<file path="config.mk">
export PLATFORM = sky130hd
export DESIGN_NAME = vga_pixel_out
export DESIGN_NICKNAME = d
export VERILOG_FILES = /design/src/pixel_pkg.sv /design/src/video_timing_pkg.sv /design/src/vga_pixel_out.sv
export VERILOG_INCLUDE_DIRS = /design/src /design/src/src
export SDC_FILE = /design/constraint.sdc
export NUM_CORES = 1
export LEC_CHECK = 0
export BUFFER_PORTS_ARGS = -buffer_cell sky130_fd_sc_hd__clkbuf_2
export CAP_MARGIN = 30
export CORE_MARGIN = 1
export CORE_UTILIZATION = 36
export DETAILED_ROUTE_END_ITERATION = 8
export GPL_ROUTABILITY_DRIVEN = 0
export PLACE_DENSITY = 0.73
export SYNTH_ARGS = -nofsm -noshare
export SYNTH_HDL_FRONTEND = slang
export SYNTH_SLANG_ARGS = --single-unit
</file>
<file path="constraint.sdc">
create_clock -name M10k_pll -period 1.42 [get_ports M10k_pll]
set_input_delay 0.213 -clock M10k_pll [delete_from_list [all_inputs] [get_ports M10k_pll]]
set_output_delay 0.213 -clock M10k_pll [all_outputs]
set_load 0.05 [all_outputs]
</file>
<file path="src/vga_defs.svh">
`ifndef VGA_DEFS_SVH
`define VGA_DEFS_SVH

////////////////////////////////////////////////////////////
// Horizontal scan, lengths in pixel clocks
////////////////////////////////////////////////////////////
`define VGA_H_ACTIVE 640
`define VGA_H_FRONT 16
`define VGA_H_PULSE 96
`define VGA_H_BACK 48

////////////////////////////////////////////////////////////
// Vertical scan, lengths in lines
////////////////////////////////////////////////////////////
`define VGA_V_ACTIVE 480
`define VGA_V_FRONT 10
`define VGA_V_PULSE 2
`define VGA_V_BACK 33

// Frame buffer geometry
`define FB_WIDTH 640
`define FB_HEIGHT 480
`define FB_DEPTH (`FB_WIDTH * `FB_HEIGHT)

// White overlay lines
`define BORDER_X_LO 100
`define BORDER_X_HI 540
`define BORDER_Y_LO 100
`define BORDER_Y_HI 380

// Quadrant colours, RGB332
`define COLOR_TOP_LEFT 8'hE0
`define COLOR_BOTTOM_LEFT 8'h1C
`define COLOR_TOP_RIGHT 8'h03
`define COLOR_BOTTOM_RIGHT 8'hFC
`define COLOR_BORDER 8'hFF

`endif
</file>
<file path="src/pixel_pkg.sv">
package pixel_pkg;

	////////////////////////////////////////////////////////////
	// Pixel formats
	////////////////////////////////////////////////////////////

	// Stored pixel, one byte per pixel
	// Red in the top bits, blue in the bottom two
	typedef struct packed {
		logic [2:0] red;
		logic [2:0] green;
		logic [1:0] blue;
	} rgb332_t;

	// One DAC channel at the pins
	typedef logic [7:0] channel8_t;

	// Expansion puts each field in the channel MSBs
	// Zero fill below

endpackage

</file>
<file path="src/video_timing_pkg.sv">
package video_timing_pkg;

	////////////////////////////////////////////////////////////
	// Scan geometry types
	////////////////////////////////////////////////////////////

	// Screen coordinate, wide enough for 799
	typedef logic [9:0] pixel_coord_t;

	// Linear frame buffer index, row * width + column
	typedef logic [18:0] fb_addr_t;

	////////////////////////////////////////////////////////////
	// Scan phases
	////////////////////////////////////////////////////////////

	// Same order for both axes
	// Visible pixels first, then the blanking interval
	typedef enum logic [1:0] {
		phase_active = 2'd0,
		phase_front  = 2'd1,
		phase_pulse  = 2'd2,
		phase_back   = 2'd3
	} scan_phase_t;

	// Sync is driven low only in phase_pulse

endpackage

</file>
<file path="src/vga_pixel_out.sv">
`include "vga_defs.svh"

module vga_pixel_out
	import video_timing_pkg::*;
	import pixel_pkg::*;
(
	input  logic         M10k_pll,
	input  logic         reset,
	input  rgb332_t      rd_data,
	input  pixel_coord_t scan_x,
	input  pixel_coord_t scan_y,
	input  logic         active_d,
	input  logic         hsync_d,
	input  logic         vsync_d,
	output channel8_t    vga_r,
	output channel8_t    vga_g,
	output channel8_t    vga_b,
	output logic         vga_hs,
	output logic         vga_vs,
	output logic         vga_blank_n
);

	// Coordinates of the word now on rd_data
	pixel_coord_t x_d;
	pixel_coord_t y_d;
	logic         on_border;
	rgb332_t      shown;

	always_ff @(posedge M10k_pll) begin
		x_d <= scan_x;
		y_d <= scan_y;
	end

	////////////////////////////////////////////////////////////
	// Border overlay
	////////////////////////////////////////////////////////////
	assign on_border = (x_d == pixel_coord_t'(`BORDER_X_LO)) ||
		(x_d == pixel_coord_t'(`BORDER_X_HI)) ||
		(y_d == pixel_coord_t'(`BORDER_Y_LO)) ||
		(y_d == pixel_coord_t'(`BORDER_Y_HI));
	assign shown = on_border ? rgb332_t'(`COLOR_BORDER) : rd_data;

	////////////////////////////////////////////////////////////
	// Output registers
	////////////////////////////////////////////////////////////
	always_ff @(posedge M10k_pll) begin
		if (reset) begin
			vga_r       <= '0;
			vga_g       <= '0;
			vga_b       <= '0;
			vga_hs      <= 1'b1;
			vga_vs      <= 1'b1;
			vga_blank_n <= 1'b0;
		end else begin
			vga_hs      <= hsync_d;
			vga_vs      <= vsync_d;
			vga_blank_n <= active_d;
			// Fields into the channel MSBs, black while blanked
			vga_r <= active_d ? {shown.red, 5'b0} : '0;
			vga_g <= active_d ? {shown.green, 5'b0} : '0;
			vga_b <= active_d ? {shown.blue, 6'b0} : '0;
		end
	end

endmodule

</file>
==> results by group <==
STA
  • Fin Clk Skew: 0.00843 ns
  • Fin worst setup slack: -0.00135 ns
  • Worst slew pin tran: 0.587 ns
  • Worst relative slew slack: about three fifths
  • Endpoints failing setup: 2
  • Max Clock Freq: 704 MHz
  • Final min period: approximately 1.4 ns
  • Pins Over Slew Limit: 0
  • Unrepaired setup endpoints after global routing: true
  • Worst hold slack: 0.0780 ns
  • Hold Vio Cnt, Final: 0
  • Final Cycle Share: 100%

Route
  • DRT iter0 DRCs: 9
  • Routed vias: 705
  • Via density: approximately 4.1
  • Final ANT Viol Nets: 0
  • Residual DRC: 0
  • Per-cell routed wire length: 10.6 um
  • Pre-Repair DR Iteration Count: 4
  • Detailed Route WL: 1810 um

Placed design
  • DP Area: about 0.0011 mm2
  • Worst slack at placement: -0.0553 ns
  • I/O Buffers: 43
  • Post-DP HPWL: approximately 1200 um

Critical path
  • Crit Path Class: register to register
  • Worst-path maximum fanout: 5
  • Worst setup SP type: register
  • Worst Path Required: 1.69 ns
  • Critical Path Sink Type: register
  • WP data arrival: 1.69 ns

GRT
  • Total track usage: 15.6%
  • First-pass GRT wire length: 2850 um
  • Initial antenna violation count: 0
  • Grt ovf: 0
  • Largest net degree at the start of global routing: 10
  • Number of global-route vias before repair: 691

Clocking
  • CTS tree: built
  • Clock Sink Count: 31
  • Clock transition at path regs: 0.09 ns
  • CTS buffer count: 5
  • CTS root buf: clkbuf_4
  • Clock Latency Late Sink: about 0.32 ns
  • Clock buffer depth: 2
  • H-tree depth: 2

Power and ir drop
  • Final Total Pwr: 1660 uW
  • Leak: 0.000673 uW
  • Pwr dens: 1200 mW/mm2
  • Worst vdd ir: approximately 910 uV

Final layout
  • Area growth, synth to finish: 49.4%
  • Nets: 173
  • Final Cell Area: about 0.0014 mm2
  • Layout cell share with drive strength beyond 1: between 30% and 40%
  • Commonest non-fill, non-tap cells in the layout: clkbuf_2, dfxtp_1, dlygate4sd3_1, conb_1, o21a_1
  • Fillers: 213
  • Area of the multi-input gates: 239 um2
  • Antenna cells: 0
  • Register area: 621 um2
  • Most common cell after layout, fill and taps aside: clkbuf_2

Floorplan
  • # IOs: 60
  • Die H: 52.8 um
  • Core footprint: 0.00245 mm2
  • Rows: 18
  • Starting Density: 37.8%
  • Horiz. Die Dim: 52.8 um
  • Die area: 0.00278 mm2

Logic synthesis
  • Average cell area after synthesis: 13.2 um2
  • Synthesized flop and latch total: 31
  • Warnings from Yosys: 0
  • Post-synth cell types: 15
  • Post-synth top area share: 66.9%
  • Synth area leaders: dfxtp_1, buf_4, o21a_1, o31ai_4, nor4bb_1
  • Post-Syn Area: 927 um2
  • Post-Syn Instances: 70
  • Post-synth top area cell: dfxtp_1
  • Sequential share of the synthesized area: 66.9%

Flow run
  • MaxCap Viol Count: 0

Status
  • Failing checks: negative setup slack
  • Status: complete, but fails checks

Min path
  • Hold Crit Class: primary input to register
cell families after synthesis:
| logic type | synth area share, % |
|---|---|
| flops | 66.9 |
| other cells | 0.404 |
| buf+inv | 13.4 |
| compound gates | 9.72 |
| simple gates | 8.50 |
| mux | 1.08 |
worst max-delay path: stages (launching register included):
cell,delay (ns)
dfxtp_1,0.31
or4b_4,0.54
o31ai_4,0.27
buf_6,0.15
o21a_1,0.10
stage by stage:
stage / cells / TNS [ns] / util, %
after global routing: 171 / -0.450 / 56.4
after floorplan: 85 / 0 / -
after detailed placement: 141 / -0.300 / 45.3
final: 171 / -0.00189 / 56.4
after CTS: 171 / -0.0540 / 56.1
after global placement: 141 / 0 / 45.3
what timing repair did:
| item | CTS | global route |
|---|---|---|
| setup buffers | 2 | 0 |
| pin swaps | 1 | 1 |
| endpoints found under the hold margin | 20 | 0 |
| gates resized for setup | 0 | 2 |
| endpoints found under the setup margin | 8 | 8 |
| hold buffers | 20 | 0 |
layout make-up:
class / instances / area share, %
flip-flops and latches: 31 / 44.8
repair buffers: 65 / 31.6
clock buffers: 7 / 3.25
well taps: 30 / 2.71
multi-input cells: 37 / 17.3
clock inverters: 1 / 0.361
where the power goes:
group	internal [uW]	switching [uW]	leakage, uW
combinational	90.2	175	0.000385
clock	193	272	0.0000293
sequential	913	15.0	0.000260
state kept, by name (all words and copies together) (netlist names):
name and cells:
x_d 10, y_d 10, vga_g 3, vga_r 3, vga_b 2, vga_blank_n 1, vga_hs 1, vga_vs 1
synthesized netlist by cell type:
cell / count
conb_1: 1
clkbuf_1: 1
nor4b_1: 1
nor3_1: 1
or4b_4: 1
o31ai_4: 1
mux2i_1: 1
buf_4: 16
nor4bb_1: 2
or2_2: 2
and3_1: 1
dfxtp_1: 31
nor2b_1: 2
o21a_1: 8
o2111ai_1: 1
routing by layer:
| metal | wire length (um) | share of wire, % | vias to the layer above | global-route usage, % |
|---|---|---|---|---|
| li1 | - | - | 341 | - |
| met2 | 997 | 55 | 46 | 28.1 |
| met1 | 630 | 35 | 314 | 13.7 |
| met3 | 155 | 8.6 | 4 | 9.28 |
| met5 | 0 | 0 | - | 0 |
| met4 | 27 | 1.5 | 0 | 6.58 |
worst paths after layout:
check / from / to / slack (ns) / cells past startpoint
min reg2reg: x_d[0] / vga_b[7] / 0.76 / 3
max reg2reg: x_d[7] / vga_r[7] / -0.001 / 4
max: x_d[7] / vga_r[7] / -0.001 / 4
min: vsync_d / vga_vs / 0.08 / 2
Power figures use the tool's default switching activity.
