$ cat src/vga_defs.svh
`ifndef VGA_DEFS_SVH
`define VGA_DEFS_SVH

////////////////////////////////////////////////////////////
// Horizontal scan, lengths in pixel clocks
////////////////////////////////////////////////////////////
`define VGA_H_ACTIVE 640
`define VGA_H_FRONT 16
`define VGA_H_PULSE 96
`define VGA_H_BACK 48

////////////////////////////////////////////////////////////
// Vertical scan, lengths in lines
////////////////////////////////////////////////////////////
`define VGA_V_ACTIVE 480
`define VGA_V_FRONT 10
`define VGA_V_PULSE 2
`define VGA_V_BACK 33

// Frame buffer geometry
`define FB_WIDTH 640
`define FB_HEIGHT 480
`define FB_DEPTH (`FB_WIDTH * `FB_HEIGHT)

// White overlay lines
`define BORDER_X_LO 100
`define BORDER_X_HI 540
`define BORDER_Y_LO 100
`define BORDER_Y_HI 380

// Quadrant colours, RGB332
`define COLOR_TOP_LEFT 8'hE0
`define COLOR_BOTTOM_LEFT 8'h1C
`define COLOR_TOP_RIGHT 8'h03
`define COLOR_BOTTOM_RIGHT 8'hFC
`define COLOR_BORDER 8'hFF

`endif
$ cat src/pixel_pkg.sv
package pixel_pkg;

	////////////////////////////////////////////////////////////
	// Pixel formats
	////////////////////////////////////////////////////////////

	// Stored pixel, one byte per pixel
	// Red in the top bits, blue in the bottom two
	typedef struct packed {
		logic [2:0] red;
		logic [2:0] green;
		logic [1:0] blue;
	} rgb332_t;

	// One DAC channel at the pins
	typedef logic [7:0] channel8_t;

	// Expansion puts each field in the channel MSBs
	// Zero fill below

endpackage

$ cat src/video_timing_pkg.sv
package video_timing_pkg;

	////////////////////////////////////////////////////////////
	// Scan geometry types
	////////////////////////////////////////////////////////////

	// Screen coordinate, wide enough for 799
	typedef logic [9:0] pixel_coord_t;

	// Linear frame buffer index, row * width + column
	typedef logic [18:0] fb_addr_t;

	////////////////////////////////////////////////////////////
	// Scan phases
	////////////////////////////////////////////////////////////

	// Same order for both axes
	// Visible pixels first, then the blanking interval
	typedef enum logic [1:0] {
		phase_active = 2'd0,
		phase_front  = 2'd1,
		phase_pulse  = 2'd2,
		phase_back   = 2'd3
	} scan_phase_t;

	// Sync is driven low only in phase_pulse

endpackage

$ cat src/checker_writer.sv
`include "vga_defs.svh"

module checker_writer
	import video_timing_pkg::*;
	import pixel_pkg::*;
(
	input  logic     M10k_pll,
	input  logic     reset,
	output logic     wr_en,
	output fb_addr_t wr_addr,
	output rgb332_t  wr_data
);

	// Raster position of the pixel being generated
	pixel_coord_t col;
	pixel_coord_t row;
	// Linear index, tracks row * width + col
	fb_addr_t     pix_idx;

	logic    last_col;
	logic    last_row;
	logic    left_half;
	logic    top_half;
	rgb332_t quad_color;

	////////////////////////////////////////////////////////////
	// Position decode
	////////////////////////////////////////////////////////////
	assign last_col  = (col == pixel_coord_t'(`FB_WIDTH - 1));
	assign last_row  = (row == pixel_coord_t'(`FB_HEIGHT - 1));
	assign left_half = (col < pixel_coord_t'(`FB_WIDTH / 2));
	assign top_half  = (row < pixel_coord_t'(`FB_HEIGHT / 2));

	// Quadrant colour lookup
	always_comb begin
		case ({left_half, top_half})
			2'b11:   quad_color = rgb332_t'(`COLOR_TOP_LEFT);
			2'b10:   quad_color = rgb332_t'(`COLOR_BOTTOM_LEFT);
			2'b01:   quad_color = rgb332_t'(`COLOR_TOP_RIGHT);
			default: quad_color = rgb332_t'(`COLOR_BOTTOM_RIGHT);
		endcase
	end

	////////////////////////////////////////////////////////////
	// Raster counters, one pixel per clock, forever
	////////////////////////////////////////////////////////////
	always_ff @(posedge M10k_pll) begin
		if (reset) begin
			col     <= '0;
			row     <= '0;
			pix_idx <= '0;
			wr_en   <= 1'b0;
		end else begin
			wr_en   <= 1'b1;
			col     <= last_col ? '0 : col + 1'b1;
			// Row steps at end of each line
			if (last_col)
				row <= last_row ? '0 : row + 1'b1;
			// Back to the first pixel after the last one
			pix_idx <= (last_col && last_row) ? '0 : pix_idx + 1'b1;
		end
	end

	// Write port registers
	always_ff @(posedge M10k_pll) begin
		wr_addr <= pix_idx;
		wr_data <= quad_color;
	end

	// Row never leaves the frame
	row_in_frame: assert property (@(posedge M10k_pll) disable iff (reset)
		row < pixel_coord_t'(`FB_HEIGHT));

	// Write after the final pixel starts the next frame at zero
	frame_wraps: assert property (@(posedge M10k_pll) disable iff (reset)
		(wr_en && wr_addr == fb_addr_t'(`FB_DEPTH - 1)) |=> (wr_addr == '0));

endmodule

$ cat config.mk
export PLATFORM = sky130hd
export DESIGN_NAME = checker_writer
export DESIGN_NICKNAME = d
export VERILOG_FILES = /design/src/pixel_pkg.sv /design/src/video_timing_pkg.sv /design/src/checker_writer.sv
export VERILOG_INCLUDE_DIRS = /design/src /design/src/src
export SDC_FILE = /design/constraint.sdc
export NUM_CORES = 1
export LEC_CHECK = 0
export BUFFER_PORTS_ARGS = -buffer_cell sky130_fd_sc_hd__buf_2
export CORE_ASPECT_RATIO = 1.75
export CORE_UTILIZATION = 56
export DETAILED_ROUTE_END_ITERATION = 7
export MAX_ROUTING_LAYER = met4
export PLACE_DENSITY_LB_ADDON = 0.1
export SLEW_MARGIN = 25
export SYNTH_ARGS = -nofsm -noshare
export SYNTH_HDL_FRONTEND = slang
export SYNTH_SLANG_ARGS = --single-unit
$ cat constraint.sdc
create_clock -name M10k_pll -period 2.15 [get_ports M10k_pll]
set_input_delay 0.1075 -clock M10k_pll [delete_from_list [all_inputs] [get_ports M10k_pll]]
set_output_delay 0.1075 -clock M10k_pll [all_outputs]
set_load 0.02 [all_outputs]
==> flow_metrics.env <==
export IMPL_power_uw=2390
export IMPL_start_util_pct=58.7
export IMPL_crit_path_end_kind="register"
export IMPL_drt_met1_wl_um=1540
export IMPL_worstPathArrival_ns=2.25
export IMPL_final_cell_mix="62 x dfxtp_1, 37 x nor2_1, 29 x buf_2"
export IMPL_required_ns=2.42
export IMPL_max_slew_worst_pin_slew_ns=0.438
export IMPL_finalCritPeriodShare_pct=92.0
export IMPL_diodes=0
export IMPL_clock_path_buffers=2
export IMPL_fin_nets=276
export IMPL_fp_row_count=30
export IMPL_r2r_end="row[8]"
export IMPL_dieArea_um2=4320
export IMPL_critical_path_class="register to register"
export IMPL_hpwl_um=2710
export IMPL_drtIter0Drc=34
export IMPL_route_met3_wl_um=162
export IMPL_root_buffer="clkbuf_8"
export IMPL_cts_resized=0
export IMPL_clock_skew_ns=0.00951
export IMPL_syn_inst=235
export IMPL_powerDensity_nw_per_um2=885
export IMPL_finalHoldViolations=0
export IMPL_cts_buffers_inserted=9
export IMPL_max_stage_delay_ns=0.63
export IMPL_overflow=0
export IMPL_max_slew_margin_pct=70.6
export IMPL_cts_tree="done"
export IMPL_grt_pass1_vias=1543
export IMPL_path_max_fanout=7
export IMPL_fp_dieW_um=50.1
export IMPL_area_delta_synth_final_pct=18.9
export IMPL_synth_cell_types=34
export IMPL_wl_per_cell_um=11.8
export IMPL_dr_pass1_iters=4
export IMPL_crit_end="row[8]"
export IMPL_rrSetupSlack_ns=0.17
export IMPL_post_cts_buffers=0
export IMPL_finalSetupViolations=0
export IMPL_io_buffer_count=29
export IMPL_crit_path_top_delay_cell="or4_1"
export IMPL_path_cells="or3b_4 > or4_1 > or4_1 > o21ai_1"
export IMPL_hold_path_class="primary input to register"
export IMPL_io_pins=30
export IMPL_synth_warnings=0
export IMPL_die_y_um=86.2
export IMPL_startpoint_type="register"
export IMPL_slew_violations=0
export IMPL_ant_nets=0
export IMPL_final_common_cell="dfxtp_1"
export IMPL_grt_pass1_wl_um=6400
export IMPL_irDropWorstVdd_mv=0.797
export IMPL_p_leak_uw=0.00104
export IMPL_avgSynthCellArea_um2=9.65
export IMPL_finalWirelength_um=3820
export IMPL_grt_max_degree=23
export IMPL_antenna_found_initial=0
export IMPL_reg2reg_from="col[9]"
export IMPL_drive_gt1_share_pct=20.0
export IMPL_cts_sinks=62
export IMPL_via_count=1683
export IMPL_synth_area_um2=2270
export IMPL_vias_per_cell=5.21
export IMPL_cts_clk_slew_worst_paths_ns=0.07
export IMPL_crit_start="col[9]"
export IMPL_seq_area_frac_synth_pct=54.7
export IMPL_top_layer_used="met4"
export IMPL_drv_cap=0
export IMPL_r2r_worst_path_cells=4
export IMPL_rsz0062_at_grt="no"
export IMPL_finalCriticalPeriod_ns=1.98
export IMPL_syn_num_nets=241
export IMPL_routabilityCongestion=0.783
export IMPL_cts_hold_buf=0
export IMPL_clock_latency_ns=0.34
export IMPL_core_um2=3870
export IMPL_clock_fmax_mhz=505
export IMPL_met2_length_um=2000
export IMPL_status="completed"
export IMPL_drc_errors=0
export IMPL_globalRouteTotalUtil_pct=21.1
export IMPL_ys_seq_elements=62
export IMPL_htree_levels=3
export IMPL_crit_top_cell="or4_1"
export IMPL_finalSetupTns_ns=0
[flip-flops by register name, summed over array words and instances (netlist names)]
| signal | flops |
|---|---|
| col | 10 |
| pix_idx | 19 |
| row | 10 |
| wr_addr | 19 |
| wr_data | 3 |
| wr_en | 1 |
[critical path: cells and delay by family (launching register included)]
| kind | cells | cell delay (ns) |
|---|---|---|
| compound gates | 1 | 0.08 |
| flops | 1 | 0.36 |
| simple gates | 3 | 1.49 |
[stage by stage]
step                cell area, um2  setup WS [ns]  hold WS [ns]  instances  utilization, %
finish                        2700          0.171         0.103        323            69.8
global route                  2700          0.114         0.101        323            69.8
CTS                           2700          0.164        0.0882        323            69.8
detailed placement            2460          0.159         0.339        307            63.7
global placement              2460          0.201         0.338        307            63.7
floorplan                     2270          0.240         0.219        235               -
[how the worst min path moves through the flow]
stage                            from           to  slack, ns  cells after the start
after floorplan                 reset        wr_en       0.22                      1
after global placement    pix_idx[18]  wr_addr[18]       0.34                      0
after detailed placement  pix_idx[18]  wr_addr[18]       0.34                      0
after CTS                       reset       col[6]       0.09                      2
after global routing            reset       col[4]       0.10                      2
final                           reset       col[4]       0.10                      2
[metal layers]
layer / track usage (%) / vias to the layer above
met5: - / -
met4: 12.5 / 0
met3: 8.42 / 13
met2: 35.8 / 28
met1: 19.5 / 769
li1: - / 873
[kinds of logic after synthesis]
| group | after synthesis | share of synthesized area (%) |
|---|---|---|
| buffers and inverters | 19 | 4.14 |
| adder cells (fa/ha/maj) | 4 | 2.21 |
| XOR/XNOR | 26 | 10.0 |
| AND/OR/NAND/NOR | 105 | 23.7 |
| AO/OA/AOI/OAI | 18 | 4.74 |
| flip-flops | 62 | 54.7 |
| multiplexers | 1 | 0.441 |
[cells in the mapped netlist]
cell	number	area share, %
or4_1	2	0.66
a31o_2	1	0.39
nor3_1	5	1.1
or3_1	3	0.83
or3b_4	1	0.50
o21ai_1	1	0.22
ha_1	4	2.2
xor2_1	8	3.1
or4bb_1	1	0.50
dfxtp_1	62	55
o21ai_0	4	0.88
mux2i_1	1	0.44
and4_1	2	0.77
o211ai_1	1	0.33
xnor2_1	18	6.9
nand2b_1	2	0.55
o21ai_2	1	0.39
a31oi_1	1	0.28
a21oi_1	7	1.5
nand3_1	13	2.9
inv_1	9	1.5
nand4_1	9	2.5
nand2_1	10	1.7
nor4bb_1	1	0.44
and2_1	1	0.28
a31o_1	1	0.39
clkbuf_1	2	0.33
buf_4	5	1.7
nor4_1	11	3.0
and3_1	4	1.1
or2_2	3	0.83
nor2_1	37	6.1
buf_2	3	0.66
a21o_1	1	0.33
[area by class of cell]
cell class              count  area, um2
flip-flops and latches     62       1240
fillers                   312       1170
multi-input cells         154        933
repair buffers             34        195
clock buffers              13        169
clock inverters             3       65.1
well taps                  48       60.1
inverters                   9       33.8
[where the power goes]
group / internal [uW] / leakage (uW) / total, uW / switching [uW]
clock: 746 / 0.000120 / 1160 / 416
sequential: 1160 / 0.000502 / 1180 / 11.0
combinational: 18.1 / 0.000422 / 48.4 / 30.3
No activity file was read; power rests on OpenSTA's default activity.
