`config.mk`:
```
export PLATFORM = sky130hd
export DESIGN_NAME = vga_timing
export DESIGN_NICKNAME = d
export VERILOG_FILES = /design/src/video_timing_pkg.sv /design/src/vga_timing.sv
export VERILOG_INCLUDE_DIRS = /design/src /design/src/src
export SDC_FILE = /design/constraint.sdc
export NUM_CORES = 1
export LEC_CHECK = 0
export ABC_AREA = 0
export BUFFER_PORTS_ARGS = -buffer_cell sky130_fd_sc_hd__buf_2
export CORE_ASPECT_RATIO = 1.1
export CORE_MARGIN = 3
export CORE_UTILIZATION = 50
export DETAILED_ROUTE_END_ITERATION = 16
export PLACE_DENSITY = 0.83
export SETUP_SLACK_MARGIN = 0.5
export SLEW_MARGIN = 20
export SYNTH_ARGS = -nofsm -noshare
export SYNTH_HDL_FRONTEND = slang
export SYNTH_SLANG_ARGS = --single-unit
```
`constraint.sdc`:
```
create_clock -name M10k_pll -period 3.2 [get_ports M10k_pll]
set_input_delay 0.16 -clock M10k_pll [delete_from_list [all_inputs] [get_ports M10k_pll]]
set_output_delay 0.16 -clock M10k_pll [all_outputs]
set_load 0.01 [all_outputs]
```
`src/vga_defs.svh`:
```
`ifndef VGA_DEFS_SVH
`define VGA_DEFS_SVH

////////////////////////////////////////////////////////////
// Horizontal scan, lengths in pixel clocks
////////////////////////////////////////////////////////////
`define VGA_H_ACTIVE 640
`define VGA_H_FRONT 16
`define VGA_H_PULSE 96
`define VGA_H_BACK 48

////////////////////////////////////////////////////////////
// Vertical scan, lengths in lines
////////////////////////////////////////////////////////////
`define VGA_V_ACTIVE 480
`define VGA_V_FRONT 10
`define VGA_V_PULSE 2
`define VGA_V_BACK 33

// Frame buffer geometry
`define FB_WIDTH 640
`define FB_HEIGHT 480
`define FB_DEPTH (`FB_WIDTH * `FB_HEIGHT)

// White overlay lines
`define BORDER_X_LO 100
`define BORDER_X_HI 540
`define BORDER_Y_LO 100
`define BORDER_Y_HI 380

// Quadrant colours, RGB332
`define COLOR_TOP_LEFT 8'hE0
`define COLOR_BOTTOM_LEFT 8'h1C
`define COLOR_TOP_RIGHT 8'h03
`define COLOR_BOTTOM_RIGHT 8'hFC
`define COLOR_BORDER 8'hFF

`endif
```
`src/video_timing_pkg.sv`:
```
package video_timing_pkg;

	////////////////////////////////////////////////////////////
	// Scan geometry types
	////////////////////////////////////////////////////////////

	// Screen coordinate, wide enough for 799
	typedef logic [9:0] pixel_coord_t;

	// Linear frame buffer index, row * width + column
	typedef logic [18:0] fb_addr_t;

	////////////////////////////////////////////////////////////
	// Scan phases
	////////////////////////////////////////////////////////////

	// Same order for both axes
	// Visible pixels first, then the blanking interval
	typedef enum logic [1:0] {
		phase_active = 2'd0,
		phase_front  = 2'd1,
		phase_pulse  = 2'd2,
		phase_back   = 2'd3
	} scan_phase_t;

	// Sync is driven low only in phase_pulse

endpackage

```
`src/vga_timing.sv`:
```
`include "vga_defs.svh"

module vga_timing
	import video_timing_pkg::*;
(
	input  logic         M10k_pll,
	input  logic         reset,
	output fb_addr_t     rd_addr,
	output pixel_coord_t scan_x,
	output pixel_coord_t scan_y,
	output logic         active_d,
	output logic         hsync_d,
	output logic         vsync_d
);

	// Phase machines and their position counters
	scan_phase_t  h_phase;
	scan_phase_t  v_phase;
	pixel_coord_t h_count;
	pixel_coord_t v_count;

	// Final count of the current phase
	pixel_coord_t h_last;
	pixel_coord_t v_last;
	logic         h_end;
	logic         v_end;

	// One clock pulse in the last back porch clock of a line
	logic line_done;

	// Undelayed level flags
	logic active;
	logic hsync;
	logic vsync;

	function automatic scan_phase_t next_phase(input scan_phase_t p);
		case (p)
			phase_active: next_phase = phase_front;
			phase_front:  next_phase = phase_pulse;
			phase_pulse:  next_phase = phase_back;
			default:      next_phase = phase_active;
		endcase
	endfunction

	////////////////////////////////////////////////////////////
	// Phase lengths
	////////////////////////////////////////////////////////////
	always_comb begin
		case (h_phase)
			phase_active: h_last = pixel_coord_t'(`VGA_H_ACTIVE - 1);
			phase_front:  h_last = pixel_coord_t'(`VGA_H_FRONT - 1);
			phase_pulse:  h_last = pixel_coord_t'(`VGA_H_PULSE - 1);
			default:      h_last = pixel_coord_t'(`VGA_H_BACK - 1);
		endcase
	end

	always_comb begin
		case (v_phase)
			phase_active: v_last = pixel_coord_t'(`VGA_V_ACTIVE - 1);
			phase_front:  v_last = pixel_coord_t'(`VGA_V_FRONT - 1);
			phase_pulse:  v_last = pixel_coord_t'(`VGA_V_PULSE - 1);
			default:      v_last = pixel_coord_t'(`VGA_V_BACK - 1);
		endcase
	end

	assign h_end = (h_count == h_last);
	assign v_end = (v_count == v_last);

	////////////////////////////////////////////////////////////
	// Horizontal machine
	////////////////////////////////////////////////////////////
	// Reset parks the scan two clocks before the frame start
	// Gives the writer a head start on pixel 0
	always_ff @(posedge M10k_pll) begin
		if (reset) begin
			h_phase   <= phase_back;
			h_count   <= pixel_coord_t'(`VGA_H_BACK - 2);
			line_done <= 1'b0;
		end else begin
			if (h_end) begin
				h_count <= '0;
				h_phase <= next_phase(h_phase);
			end else begin
				h_count <= h_count + 1'b1;
			end
			// Raised one clock early so the vertical step lands on the line start
			line_done <= (h_phase == phase_back) &&
				(h_count == pixel_coord_t'(`VGA_H_BACK - 2));
		end
	end

	////////////////////////////////////////////////////////////
	// Vertical machine, steps once per line
	////////////////////////////////////////////////////////////
	always_ff @(posedge M10k_pll) begin
		if (reset) begin
			v_phase <= phase_back;
			v_count <= pixel_coord_t'(`VGA_V_BACK - 1);
		end else if (line_done) begin
			if (v_end) begin
				v_count <= '0;
				v_phase <= next_phase(v_phase);
			end else begin
				v_count <= v_count + 1'b1;
			end
		end
	end

	////////////////////////////////////////////////////////////
	// Read coordinates and flags
	////////////////////////////////////////////////////////////
	assign active = (h_phase == phase_active) && (v_phase == phase_active);
	assign hsync  = (h_phase != phase_pulse);
	assign vsync  = (v_phase != phase_pulse);

	// Zero outside the visible area
	assign scan_x  = active ? h_count : '0;
	assign scan_y  = active ? v_count : '0;
	assign rd_addr = fb_addr_t'(scan_y) * fb_addr_t'(`FB_WIDTH) + fb_addr_t'(scan_x);

	// Delay to match the read latency of the frame buffer
	always_ff @(posedge M10k_pll) begin
		if (reset) begin
			active_d <= 1'b0;
			hsync_d  <= 1'b1;
			vsync_d  <= 1'b1;
		end else begin
			active_d <= active;
			hsync_d  <= hsync;
			vsync_d  <= vsync;
		end
	end

	// Counters stay inside their phase
	h_count_bound: assert property (@(posedge M10k_pll) disable iff (reset)
		h_count <= h_last);
	v_count_bound: assert property (@(posedge M10k_pll) disable iff (reset)
		v_count <= v_last);

	// Line pulse is followed by the first clock of a new line
	line_start: assert property (@(posedge M10k_pll) disable iff (reset)
		line_done |=> (h_phase == phase_active && h_count == '0 && !line_done));

endmodule

```
==> flow_metrics.env <==
export IMPL_path_cells="inv_2, ha_4, and3_4, ha_4, ha_4, a21o_1, a221oi_2, xnor2_1, nand4_1, buf_4, nor4b_4, xnor2_2, buf_2"
export IMPL_synth_most_common_cell="nor2_1"
export IMPL_dpl_hpwl_mm=4.10
export IMPL_drt_wl_total_mm=5.62
export IMPL_setup_viol=2
export IMPL_area_growth_pct=25.4
export IMPL_insertion_delay_ns=0.28
export IMPL_worst_path_max_fanout=9
export IMPL_seqCellArea_um2=566
export IMPL_ir_drop_mv=0.357
export IMPL_setup_ws_ns=-0.131
export IMPL_crit_arrival_ns=3.17
export IMPL_ys_warn_count=0
export IMPL_row_count=25
export IMPL_gp_congestion=0.804
export IMPL_worst_path_max_delay_cell="dfxtp_2"
export IMPL_cellPowerDensity_nw_per_um2=475
export IMPL_finalHoldViolations=0
export IMPL_final_area_um2=2850
export IMPL_rsz0062_at_grt="yes"
export IMPL_slowest_delay_ns=0.33
export IMPL_maxCapViolations=0
export IMPL_h_tree_depth=1
export IMPL_grt_pass1_vias=1935
export IMPL_synth_area_leaders="dfxtp_1, ha_1, xnor2_1"
export IMPL_drt_wirelength_per_cell_um=15.0
export IMPL_worst_pin_slew_ns=0.381
export IMPL_fin_crit_sh_pct=104
export IMPL_grt_usage_pct=20.6
export IMPL_syn_nets=304
export IMPL_violations="negative setup slack"
export IMPL_run_status="complete, but fails checks"
export IMPL_drive_gt1_share_pct=33.9
export IMPL_grt_pass1_wl_mm=9.23
export IMPL_crit_path_end_kind="output pin"
export IMPL_synth_area_um2=2280
export IMPL_synth_seq_cells=28
export IMPL_fp_dieW_um=70.3
export IMPL_ant_nets=0
export IMPL_cp_start_kind="register"
export IMPL_placed_area_um2=2610
export IMPL_ys_types=47
export IMPL_leakagePower_nw=1.39
export IMPL_path_class="reg2out"
export IMPL_async_flop_share_pct=0
export IMPL_finalMaxSlewViolations=0
export IMPL_root_buffer="clkbuf_8"
export IMPL_die_area_um2=5400
export IMPL_syn_area_per_cell_um2=8.28
export IMPL_nets=352
export IMPL_cts_made_buffers=3
export IMPL_initialDrtViolationCount=46
export IMPL_post_route_min_period_ns=3.33
export IMPL_initial_core_util_pct=52.3
export IMPL_clk_pin_slew_ns=0.10
export IMPL_netlist_instances=275
export IMPL_synth_edf_count=0
export IMPL_io_pin_count=44
export IMPL_antenna_found_initial=0
export IMPL_cts_tree="done"
export IMPL_drc=0
export IMPL_globalRoute_totalOverflow=0
export IMPL_core_area_um2=4350
export IMPL_grt_max_degree=16
export IMPL_cp_common_cell="ha_4"
export IMPL_yosysTopAreaCellShare_pct=24.6
export IMPL_routed_via_count=2038
export IMPL_crit_buf_inv=3
export IMPL_synth_top_area_cell="dfxtp_1"
export IMPL_ys_flop_type="dfxtp_1"
export IMPL_cts_sinks=28
export IMPL_synth_common_cells="nor2_1, dfxtp_1, ha_1, xnor2_1, and3_1"
export IMPL_clock_skew_final_ns=0.00987
export IMPL_diodes=0
export IMPL_drtPass1Iterations=4
export IMPL_fillerInstances=370
export IMPL_numPortBuffers=43
export IMPL_vias_per_cell=5.42
export IMPL_die_y_um=76.8
export IMPL_cp_top_family="simple AND/OR/NAND/NOR gates"
export IMPL_max_clock_freq_mhz=300
export IMPL_multiInputGateArea_um2=1750
export IMPL_crit_required_ns=3.04
export IMPL_slew_headroom_pct=74.4
export IMPL_synth_seq_area_share_pct=24.6
export IMPL_min_path_type="in2reg"
export IMPL_p_total_w=0.00136
export IMPL_clk_path_buf_depth=2
export IMPL_final_core_util_pct=65.6
==> sequential cells by signal, summed over array words and instances (netlist names) <==
signal     count
vsync_d        1
v_count       10
hsync_d        1
h_phase        2
active_d       1
line_done      1
v_phase        2
h_count       10
==> per-layer routing <==
metal	routed length, µm	share of wire [%]	global-route usage, %
met5	0	0	0
met4	118	2.1	7.66
met3	214	3.8	1.97
met2	2810	50	35.3
met1	2480	44	26.4
==> through the flow <==
step	instances	hold WS [ns]	setup slack (ns)	TNS (ns)
after floorplan	275	0.269	0.155	0
after global placement	360	0.459	0.120	0
after detailed placement	360	0.461	0.0196	0
after CTS	373	0.191	-0.0852	-0.217
after global routing	376	0.210	-0.261	-0.582
final	376	0.173	-0.131	-0.183
==> final timing paths <==
kind / startpoint / endpoint / slack [ns] / depth (start not counted)
max: v_phase[1] / rd_addr[18] / -0.13 / 13
min: reset / active_d / 0.17 / 2
max reg2reg: v_phase[0] / v_count[1] / 1.01 / 9
min reg2reg: h_count[0] / h_count[0] / 0.49 / 1
==> final cells by class <==
type                       count  share of cell area [%]
inverter                      12                    1.67
timing repair buffer          63                    12.8
multi-input combinational    215                    61.4
tap                           54                    2.37
sequential                    28                    19.8
clock buffer                   4                    1.93
==> timing repair <==
item                                    4_1_cts  5_1_grt
buffers inserted                              9        3
hold buffers                                  0        0
pin swaps                                     9        6
endpoints found under the setup margin        9        9
gates resized for setup                      12        8
==> kinds of logic (layout without fill, tap and decap cells) <==
| logic type | count (synthesis) | count (layout) | share of synthesized area, % |
|---|---|---|---|
| AO/OA/AOI/OAI | 23 | 23 | 8.80 |
| XOR/XNOR | 40 | 40 | 15.4 |
| adder cells (fa/ha/maj) | 28 | 28 | 15.6 |
| buffers and inverters | 32 | 79 | 6.54 |
| flip-flops | 28 | 28 | 24.6 |
| multiplexers | 1 | 1 | 0.440 |
| AND/OR/NAND/NOR | 123 | 123 | 28.6 |
==> worst reg2reg max path, delay by kind of cell (launching register included) <==
family | cells | cell delay (ns)
buf+inv | 2 | 0.22
simple gates | 4 | 0.90
xor+xnor | 1 | 0.10
fa+ha+maj | 1 | 0.18
compound gates | 1 | 0.31
flops | 1 | 0.36
==> power breakdown <==
part	leakage, nW	internal (W)	total (W)	switching, W
sequential	0.226	0.000441	0.000556	0.000115
combinational	1.14	0.000262	0.000574	0.000312
clock	0.0288	0.000110	0.000226	0.000116
total	1.39	0.000813	0.00136	0.000544
==> cell usage in the layout (no fill, tap or decap), types with 2 or more instances in the layout <==
cell type,netlist,layout
dfxtp_1,28,24
a221oi_2,1,2
a21oi_1,4,3
inv_2,1,4
and3_1,24,18
and3_4,0,5
o21bai_1,5,4
xnor2_1,26,24
or2_1,2,2
buf_2,2,43
ha_4,0,7
nor2_4,0,2
inv_1,11,7
nand3_1,7,7
and2_4,0,2
nand2_1,22,22
nor3_1,4,4
a21o_1,2,2
buf_4,7,20
clkbuf_8,0,4
xor2_1,14,13
nand2b_1,5,5
xnor2_2,0,2
ha_1,26,18
o211ai_1,2,2
dfxtp_2,0,4
nor2_1,38,36
nand4_1,6,6
and2_1,4,2
No activity file was read; power rests on OpenSTA's default activity.
